$ cat config.mk
export PLATFORM = sky130hd
export DESIGN_NAME = exu_ecl_wb
export DESIGN_NICKNAME = d
export VERILOG_FILES = /design/src/verilog/exu_wb_pkg.sv /design/src/verilog/exu_ecl_wb.sv /design/src/verilog/exu_wb_pipe_ctl.sv /design/src/verilog/exu_wb_port_arb.sv /design/src/verilog/exu_wb_sr_ctl.sv
export VERILOG_INCLUDE_DIRS = /design/src /design/src/verilog
export SDC_FILE = /design/constraint.sdc
export NUM_CORES = 1
export LEC_CHECK = 0
export BUFFER_PORTS_ARGS = -buffer_cell sky130_fd_sc_hd__buf_2
export CORE_AREA = 2 2 69 71
export DETAILED_ROUTE_END_ITERATION = 12
export DIE_AREA = 0 0 71 73
export PLACE_DENSITY = 0.77
export RECOVER_POWER = 25
export SLEW_MARGIN = 20
export SYNTH_ARGS = -nofsm -noshare
export SYNTH_HDL_FRONTEND = slang
export SYNTH_SLANG_ARGS = --single-unit
$ cat constraint.sdc
create_clock -name clk -period 1.4 [get_ports clk]
set_input_delay 0.28 -clock clk [delete_from_list [all_inputs] [get_ports clk]]
set_output_delay 0.28 -clock clk [all_outputs]
set_load 0.005 [all_outputs]
$ cat src/verilog/exu_wb_consts.svh
`ifndef EXU_WB_CONSTS_SVH
`define EXU_WB_CONSTS_SVH

// thread and register widths
`define EXU_TID_W      2
`define EXU_NTHR       4
`define EXU_RD_W       5
`define EXU_SRADDR_W   7
`define EXU_WIN_W      3
`define EXU_WSTATE_W   6
`define EXU_CCR_W      8

// state register addresses, shared by wrsr and rdpr
`define SR_CCR         7'h02
`define SR_CWP         7'h09
`define SR_CANSAVE     7'h0a
`define SR_CANRESTORE  7'h0b
`define SR_CLEANWIN    7'h0c
`define SR_OTHERWIN    7'h0d
`define SR_WSTATE      7'h0e
`endif

$ cat src/verilog/exu_wb_pkg.sv
`default_nettype none

`include "exu_wb_consts.svh"

package exu_wb_pkg;

   // thread id and destination register of a write
   typedef logic [`EXU_TID_W-1:0]    tid_t;
   typedef logic [`EXU_RD_W-1:0]     rd_t;

   // one bit per thread
   typedef logic [`EXU_NTHR-1:0]     thr_mask_t;

   // state register address and window state fields
   typedef logic [`EXU_SRADDR_W-1:0] sraddr_t;
   typedef logic [`EXU_WIN_W-1:0]    win_t;
   typedef logic [`EXU_WSTATE_W-1:0] wstate_t;

   // condition codes, also the width of the rdpr result
   typedef logic [`EXU_CCR_W-1:0]    ccr_t;

endpackage

`default_nettype wire

$ cat src/verilog/exu_ecl_wb.sv
`timescale 1ns/10ps
`default_nettype none

module exu_ecl_wb (
   input  logic                  clk,
   input  logic                  rst,
   // pipeline
   input  logic                  wen_d,
   input  logic                  wsr_inst_d,
   input  logic                  kill_e,
   input  logic                  kill_m,
   input  logic                  flush_w,
   input  logic                  inst_vld_w,
   input  exu_wb_pkg::rd_t       rd_m,
   input  exu_wb_pkg::tid_t      tid_m,
   output logic                  wsr_inst_e,
   output logic                  bypass_m,
   output logic                  bypass_w,
   output logic                  irf_wen_w,
   // load return
   input  logic                  ld_vld_g,
   input  exu_wb_pkg::rd_t       ld_rd_g,
   input  exu_wb_pkg::tid_t      ld_tid_g,
   input  logic                  ld_miss_g2,
   output logic                  sel_load_m,
   output logic                  sel_load_g,
   output exu_wb_pkg::rd_t       irf_rd_m,
   output exu_wb_pkg::tid_t      irf_tid_m,
   // mul/div result
   input  logic                  md_valid,
   input  logic                  md_sel_div,
   input  exu_wb_pkg::rd_t       md_div_rd,
   input  exu_wb_pkg::rd_t       md_mul_rd,
   input  exu_wb_pkg::tid_t      md_div_tid,
   input  exu_wb_pkg::tid_t      md_mul_tid,
   input  logic                  md_div_setcc,
   input  logic                  md_mul_setcc,
   output logic                  md_ready,
   output exu_wb_pkg::rd_t       irf_rd_g,
   output exu_wb_pkg::tid_t      irf_tid_g,
   output logic                  irf_wen_w2,
   output logic                  setcc_g,
   output exu_wb_pkg::thr_mask_t longop_done_g,
   // state registers
   input  exu_wb_pkg::sraddr_t   sraddr_d,
   input  exu_wb_pkg::win_t      cwp_d,
   input  exu_wb_pkg::win_t      cansave_d,
   input  exu_wb_pkg::win_t      canrestore_d,
   input  exu_wb_pkg::win_t      otherwin_d,
   input  exu_wb_pkg::win_t      cleanwin_d,
   input  exu_wb_pkg::wstate_t   wstate_d,
   input  exu_wb_pkg::ccr_t      cc_d,
   output logic                  cwp_wen_e,
   output logic                  ccr_wen_w,
   output logic                  cansave_wen_w,
   output logic                  canrestore_wen_w,
   output logic                  otherwin_wen_w,
   output logic                  wstate_wen_w,
   output logic                  cleanwin_wen_w,
   output exu_wb_pkg::ccr_t      eclpr_e
);

   logic port_busy_m;
   logic load_wen_w;
   logic wrsr_w;

   // the E stage wrsr flag leaves the unit as wsr_inst_e
   exu_wb_pipe_ctl u_pipe_ctl (
      .*,
      .wrsr_e (wsr_inst_e)
   );

   exu_wb_port_arb u_port_arb (
      .*
   );

   exu_wb_sr_ctl u_sr_ctl (
      .*,
      .wrsr_e (wsr_inst_e)
   );

endmodule

`default_nettype wire

$ cat src/verilog/exu_wb_pipe_ctl.sv
`timescale 1ns/10ps
`default_nettype none

module exu_wb_pipe_ctl (
   input  logic clk,
   input  logic rst,
   input  logic wen_d,
   input  logic wsr_inst_d,
   input  logic kill_e,
   input  logic kill_m,
   input  logic flush_w,
   input  logic inst_vld_w,
   input  logic load_wen_w,
   output logic port_busy_m,
   output logic wrsr_e,
   output logic wrsr_w,
   output logic bypass_m,
   output logic bypass_w,
   output logic irf_wen_w
);

   logic wb_e;
   logic wb_m;
   logic wb_w;
   logic wrsr_m;
   logic valid_e;
   logic valid_m;

   //////////////////////////////////////////////////
   // pipe write enable, D to W
   //////////////////////////////////////////////////
   // a wrsr never writes the register file
   assign valid_e = wb_e & ~kill_e & ~wrsr_e;
   assign valid_m = wb_m & ~kill_m;

   always_ff @(posedge clk) begin
      if (rst) begin
         wb_e <= 1'b0;
         wb_m <= 1'b0;
         wb_w <= 1'b0;
      end else begin
         wb_e <= wen_d;
         wb_m <= valid_e;
         wb_w <= valid_m;
      end
   end

   // wrsr follows the same stages
   always_ff @(posedge clk) begin
      if (rst) begin
         wrsr_e <= 1'b0;
         wrsr_m <= 1'b0;
         wrsr_w <= 1'b0;
      end else begin
         wrsr_e <= wsr_inst_d;
         wrsr_m <= wrsr_e;
         wrsr_w <= wrsr_m;
      end
   end

   //////////////////////////////////////////////////
   // W1 port
   //////////////////////////////////////////////////
   // pipe or wrsr in M keeps loads off W1
   assign port_busy_m = wb_m | wrsr_m;

   // bypass does not wait for kill or flush
   assign bypass_m = wb_m;
   assign bypass_w = wb_w | load_wen_w;

   // the load term was already qualified by its miss in G2
   assign irf_wen_w = (wb_w & ~flush_w & inst_vld_w) | load_wen_w;

   // a W write can only come out of an M write
   a_wb_w_from_m: assert property (@(posedge clk) disable iff (rst)
      $rose(wb_w) |-> $past(wb_m))
      else $error("wb_w rose without wb_m in the previous cycle");

endmodule

`default_nettype wire

$ cat src/verilog/exu_wb_port_arb.sv
`timescale 1ns/10ps
`default_nettype none

`include "exu_wb_consts.svh"

module exu_wb_port_arb (
   input  logic                     clk,
   input  logic                     rst,
   input  logic                     ld_vld_g,
   input  exu_wb_pkg::rd_t          ld_rd_g,
   input  exu_wb_pkg::tid_t         ld_tid_g,
   input  logic                     ld_miss_g2,
   input  logic                     port_busy_m,
   input  exu_wb_pkg::rd_t          rd_m,
   input  exu_wb_pkg::tid_t         tid_m,
   input  logic                     md_valid,
   input  logic                     md_sel_div,
   input  exu_wb_pkg::rd_t          md_div_rd,
   input  exu_wb_pkg::rd_t          md_mul_rd,
   input  exu_wb_pkg::tid_t         md_div_tid,
   input  exu_wb_pkg::tid_t         md_mul_tid,
   input  logic                     md_div_setcc,
   input  logic                     md_mul_setcc,
   output logic                     md_ready,
   output logic                     sel_load_m,
   output logic                     sel_load_g,
   output exu_wb_pkg::rd_t          irf_rd_m,
   output exu_wb_pkg::rd_t          irf_rd_g,
   output exu_wb_pkg::tid_t         irf_tid_m,
   output exu_wb_pkg::tid_t         irf_tid_g,
   output logic                     load_wen_w,
   output logic                     irf_wen_w2,
   output logic                     setcc_g,
   output exu_wb_pkg::thr_mask_t    longop_done_g
);

   import exu_wb_pkg::*;

   logic ld_g2;
   rd_t  ld_rd_g2;
   tid_t ld_tid_g2;
   logic md_fire;
   rd_t  md_rd;
   tid_t md_tid;
   logic md_setcc;

   //////////////////////////////////////////////////
   // load held one cycle into G2
   //////////////////////////////////////////////////
   always_ff @(posedge clk) begin
      if (rst) begin
         ld_g2 <= 1'b0;
      end else begin
         ld_g2 <= ld_vld_g;
      end
   end

   always_ff @(posedge clk) begin
      ld_rd_g2  <= ld_rd_g;
      ld_tid_g2 <= ld_tid_g;
   end

   // free W1 takes the load, otherwise it goes to W2
   assign sel_load_m = ld_g2 & ~port_busy_m;
   assign sel_load_g = ld_g2 & port_busy_m;

   assign irf_rd_m  = sel_load_m ? ld_rd_g2 : rd_m;
   assign irf_tid_m = sel_load_m ? ld_tid_g2 : tid_m;

   //////////////////////////////////////////////////
   // W2 port, load first then mul/div
   //////////////////////////////////////////////////
   assign md_ready = ~sel_load_g;
   assign md_fire  = md_valid & md_ready;

   assign md_rd    = md_sel_div ? md_div_rd : md_mul_rd;
   assign md_tid   = md_sel_div ? md_div_tid : md_mul_tid;
   assign md_setcc = md_sel_div ? md_div_setcc : md_mul_setcc;

   assign irf_rd_g  = sel_load_g ? ld_rd_g2 : md_rd;
   assign irf_tid_g = sel_load_g ? ld_tid_g2 : md_tid;
   assign setcc_g   = md_fire & md_setcc;

   // completing thread of the mul/div result
   always_comb begin
      longop_done_g = '0;
      for (int t = 0; t < `EXU_NTHR; t++) begin
         longop_done_g[t] = md_fire & (md_tid == tid_t'(t));
      end
   end

   // a missed load still owns its port but writes nothing
   always_ff @(posedge clk) begin
      if (rst) begin
         load_wen_w <= 1'b0;
         irf_wen_w2 <= 1'b0;
      end else begin
         load_wen_w <= sel_load_m & ~ld_miss_g2;
         irf_wen_w2 <= (sel_load_g & ~ld_miss_g2) | md_fire;
      end
   end

   a_one_load_port: assert property (@(posedge clk) disable iff (rst)
      !(sel_load_m && sel_load_g))
      else $error("load selected on W1 and W2 in the same cycle");

   // source must hold a stalled mul/div request
   a_md_hold: assert property (@(posedge clk) disable iff (rst)
      (md_valid && !md_ready) |=> (md_valid && $stable(md_sel_div) && $stable(md_rd)
                                   && $stable(md_tid) && $stable(md_setcc)))
      else $error("mul/div request changed while stalled");

endmodule

`default_nettype wire

$ cat src/verilog/exu_wb_sr_ctl.sv
`timescale 1ns/10ps
`default_nettype none

`include "exu_wb_consts.svh"

module exu_wb_sr_ctl (
   input  logic                  clk,
   input  logic                  rst,
   input  exu_wb_pkg::sraddr_t   sraddr_d,
   input  logic                  wrsr_e,
   input  logic                  wrsr_w,
   input  exu_wb_pkg::win_t      cwp_d,
   input  exu_wb_pkg::win_t      cansave_d,
   input  exu_wb_pkg::win_t      canrestore_d,
   input  exu_wb_pkg::win_t      otherwin_d,
   input  exu_wb_pkg::win_t      cleanwin_d,
   input  exu_wb_pkg::wstate_t   wstate_d,
   input  exu_wb_pkg::ccr_t      cc_d,
   output logic                  cwp_wen_e,
   output logic                  ccr_wen_w,
   output logic                  cansave_wen_w,
   output logic                  canrestore_wen_w,
   output logic                  otherwin_wen_w,
   output logic                  wstate_wen_w,
   output logic                  cleanwin_wen_w,
   output exu_wb_pkg::ccr_t      eclpr_e
);

   import exu_wb_pkg::*;

   sraddr_t sraddr_e;
   sraddr_t sraddr_m;
   sraddr_t sraddr_w;
   ccr_t    rdpr_d;

   // address rides along with the wrsr
   always_ff @(posedge clk) begin
      sraddr_e <= sraddr_d;
      sraddr_m <= sraddr_e;
      sraddr_w <= sraddr_m;
   end

   //////////////////////////////////////////////////
   // wrsr decode
   //////////////////////////////////////////////////
   // cwp is written early, in E
   assign cwp_wen_e        = wrsr_e & (sraddr_e == `SR_CWP);
   assign ccr_wen_w        = wrsr_w & (sraddr_w == `SR_CCR);
   assign cansave_wen_w    = wrsr_w & (sraddr_w == `SR_CANSAVE);
   assign canrestore_wen_w = wrsr_w & (sraddr_w == `SR_CANRESTORE);
   assign cleanwin_wen_w   = wrsr_w & (sraddr_w == `SR_CLEANWIN);
   assign otherwin_wen_w   = wrsr_w & (sraddr_w == `SR_OTHERWIN);
   assign wstate_wen_w     = wrsr_w & (sraddr_w == `SR_WSTATE);

   //////////////////////////////////////////////////
   // rdpr mux on the low address bits
   //////////////////////////////////////////////////
   // window registers share bits 1:0 once cwp and wstate are out of the way
   always_comb begin
      if (!sraddr_d[3]) begin
         rdpr_d = cc_d;
      end else if (sraddr_d[3:0] == 4'h9) begin
         rdpr_d = ccr_t'(cwp_d);
      end else if (sraddr_d[3:0] == 4'he) begin
         rdpr_d = ccr_t'(wstate_d);
      end else begin
         case (sraddr_d[1:0])
            2'b00:   rdpr_d = ccr_t'(cleanwin_d);
            2'b01:   rdpr_d = ccr_t'(otherwin_d);
            2'b10:   rdpr_d = ccr_t'(cansave_d);
            default: rdpr_d = ccr_t'(canrestore_d);
         endcase
      end
   end

   always_ff @(posedge clk) begin
      if (rst) begin
         eclpr_e <= '0;
      end else begin
         eclpr_e <= rdpr_d;
      end
   end

   a_one_sr_wen: assert property (@(posedge clk) disable iff (rst)
      $onehot0({ccr_wen_w, cansave_wen_w, canrestore_wen_w, cleanwin_wen_w,
                otherwin_wen_w, wstate_wen_w}))
      else $error("more than one state register write enable in W");

endmodule

`default_nettype wire
==> impl_metrics.toml <==
[placement]
portBuffers = 119
dp_cells = 347
placed_cell_area_um2 = 2420
place.gp.congestion = 0.794
hpwl_mm = 3.40

[grt]
grt_use_met3_pct = 3.59
grt_antenna_before_repair = 0
grt.busiest_layer = "met2"
use_met1_pct = 16.5
grt_pass1_vias = 1614
grt_max_degree = 18
grtUsageTotal_pct = 16.1
use_met2_pct = 30.4
gr-total-overflow = 0
grt_pass1_wl_mm = 6.72

[setup_path]
cp_cell_sequence = "nor4b_4 > nand3_2 > buf_6 > nor3_2 > buf_2"
crit_slowest_cell = "dfxtp_2"
slowest_delay_ns = 0.34
arrival_ns = 1.43
endpoint_kind = "output port"
path_class = "register to output port"
cp_data_required_time_ns = 1.12
cp_max_fo = 2
start_kind = "register"
timing.reg2reg.setup_slack_ns = 0.23

[synthesis]
synth_cell_types = 36
seq_area_frac_synth_pct = 51.7
postSynthAreaPerCell_um2 = 10.0
syn-cell-area_um2 = 1740
synth_warnings = 0
synth_nets = 252
yosys_register_bits = 45
synthCells = 174

[clock_tree]
cts_sinks = 45
numCtsBuffers = 5
htree_levels = 2
insertion_delay_ns = 0.28
cts_tree = "built"
clkTransAtPathRegs_ns = 0.08
cts_buffer_depth = 2
cts-root-buf = "clkbuf_8"

[die]
dieArea_um2 = 5180
row_count = 25
die_h_um = 73
start_util_pct = 38.4
placeableCoreArea_um2 = 4540
io_pins = 120
die_w_um = 71

[cells_and_area]
num_antenna_cells = 0
drive_above_1_share_pct = 55.1
post-route-cell-area_um2 = 2740
final_cells = 359
layout_common_cells = "109 x buf_2, 38 x dfxtp_1, 24 x nor2_1, 15 x a21oi_1, 13 x nor2b_1"
num-fill-cells = 381
layout.cells.most_common = "buf_2"
multiInputGateArea_um2 = 885
nNetsFinal = 382
synthToLayoutAreaGrowth_pct = 57.5
seqCellArea_um2 = 910

[routing]
vias = 1713
wl_per_cell_um = 12.2
remaining_drc_errors = 0
wl_mm = 4.37
dr.pass1.iters = 4
ant_nets = 0
drt_iter0_drc = 50
vias_per_cell = 4.77

[outcome]
violations = "negative setup slack"
status = "complete, but fails checks"

[power_and_ir_drop]
power_uw = 2800
switching_power_uw = 612
p_int_uw = 2190
switching_share_pct = 21.8
leakage_uw = 0.00138
power.density_nw_per_um2 = 1020
comb_power_share_pct = 15.0
irDropWorstVdd_v = 0.000468
clkPwrFrac_pct = 35.7
p_seq_share_pct = 49.4

[sta]
tightest_slew_ns = 0.477
rsz0062_at_grt = "true"
hold_ws_ns = 0.0895
clock_skew_ns = 0.00640
worst_slack_ns = -0.314
max_freq_ghz = 0.583
setup_tns_ns = -6.87
setup_viol = 29
finalCritPeriodShare_pct = 122
min_period_ns = 1.71
maxSlewHeadroom_pct = 68.2
drv_slew = 0
hold_violations = 0

[job]
max-cap-violations = 0

[min_path]
hold_path_class = "primary input to register"
## worst max-delay path, delay by kind of cell (launching register included)
kind / cells / cell delay [ns]
AND/OR/NAND/NOR: 3 / 0.54
buffers and inverters: 2 / 0.28
flip-flops: 1 / 0.34
## synth_stat cells (all sizes together)
library cell | n | area share, %
nand3 | 1 | 0.29
a31o | 1 | 0.50
nor2 | 24 | 5.2
nor3b | 5 | 2.2
nand2b | 2 | 1.1
mux2 | 9 | 6.3
a21o | 1 | 0.43
dfxtp | 45 | 52
and2 | 2 | 0.72
a311oi | 1 | 0.86
o22a | 2 | 1.0
a22oi | 1 | 0.43
nor2b | 13 | 4.7
and4b | 2 | 1.1
a21oi | 15 | 4.3
o211ai | 1 | 0.43
or3b | 1 | 0.50
o31ai | 2 | 0.86
or2 | 2 | 0.72
and3b | 2 | 1.0
clkbuf | 3 | 0.65
nor4bb | 1 | 0.57
buf | 5 | 1.8
mux2i | 7 | 4.0
nand2 | 6 | 1.3
a32oi | 2 | 1.0
nor4b | 3 | 1.5
nor3 | 3 | 0.86
inv | 4 | 0.86
a221oi | 2 | 1.4
o21ai | 6 | 1.7
## metal layers
metal  up-vias  wire [um]
li1        867          -
met1       751       1640
met2        89       2300
met3         6        384
met4         0         53
met5         -          0
## registers in the layout (all words and copies together) (netlist names)
signal and count:
u_sr_ctl.sraddr_w 7, u_pipe_ctl.bypass_m 1, u_sr_ctl.sraddr_m 7, u_port_arb.ld_g2 1, u_pipe_ctl.wrsr_m 1, u_sr_ctl.eclpr_e 8, u_port_arb.irf_wen_w2 1, u_port_arb.ld_tid_g2 2
u_pipe_ctl.wrsr_w 1, u_sr_ctl.sraddr_e 7, u_port_arb.load_wen_w 1, u_pipe_ctl.wrsr_e 1, u_pipe_ctl.wb_w 1, u_pipe_ctl.wb_e 1, u_port_arb.ld_rd_g2 5
## through the flow
step,util (%),setup WS (ns)
floorplan,-,0.00539
global placement,53.4,-0.0856
detailed placement,53.4,-0.104
CTS,59.5,-0.313
global route,60.5,-0.385
finish,60.5,-0.314
## final timing paths
check / cells past startpoint / start / endpoint
min reg2reg: 0 / u_sr_ctl.sraddr_m[1]$_DFF_P_ / u_sr_ctl.sraddr_w[1]$_DFF_P_
min: 1 / sraddr_d[4] / u_sr_ctl.sraddr_e[4]$_DFF_P_
max: 5 / u_sr_ctl.sraddr_w[5]$_DFF_P_ / cleanwin_wen_w
max reg2reg: 5 / u_pipe_ctl.bypass_m$_SDFF_PP0_ / u_port_arb.irf_wen_w2$_SDFF_PP0_
## logic make-up after synthesis
kind of cell | synth area share, %
buffers and inverters | 3.30
flip-flops | 51.7
multiplexers | 10.3
AND/OR/NAND/NOR | 21.8
AO/OA/AOI/OAI | 12.9
## power groups by stage
stage	clock network [uW]	logic (uW)	registers [uW]
2_1_floorplan	0	176	1400
3_3_place_gp	0	373	1400
3_5_place_dp	0	379	1400
4_1_cts	1050	418	1380
5_1_grt	1080	463	1390
6_report	1000	420	1380
## cell type report
| cell class | instances | share of cell area [%] |
|---|---|---|
| Inverter | 4 | 0.547 |
| Sequential cell | 45 | 33.2 |
| Timing Repair Buffer | 131 | 27.1 |
| Multi-Input combinational cell | 117 | 32.3 |
| Clock inverter | 2 | 1.51 |
| Clock buffer | 6 | 3.01 |
| Tap cell | 54 | 2.46 |
## timing repair
| item | 4_1_cts | 5_1_grt |
|---|---|---|
| buffers inserted | 2 | 2 |
| hold buffers | 0 | 0 |
| pin swaps | 9 | 5 |
| endpoints found under the setup margin | 29 | 30 |
| gates resized for setup | 31 | 6 |
| cloned | 0 | 0 |
Note: power is estimated with default switching activity, not from simulation.
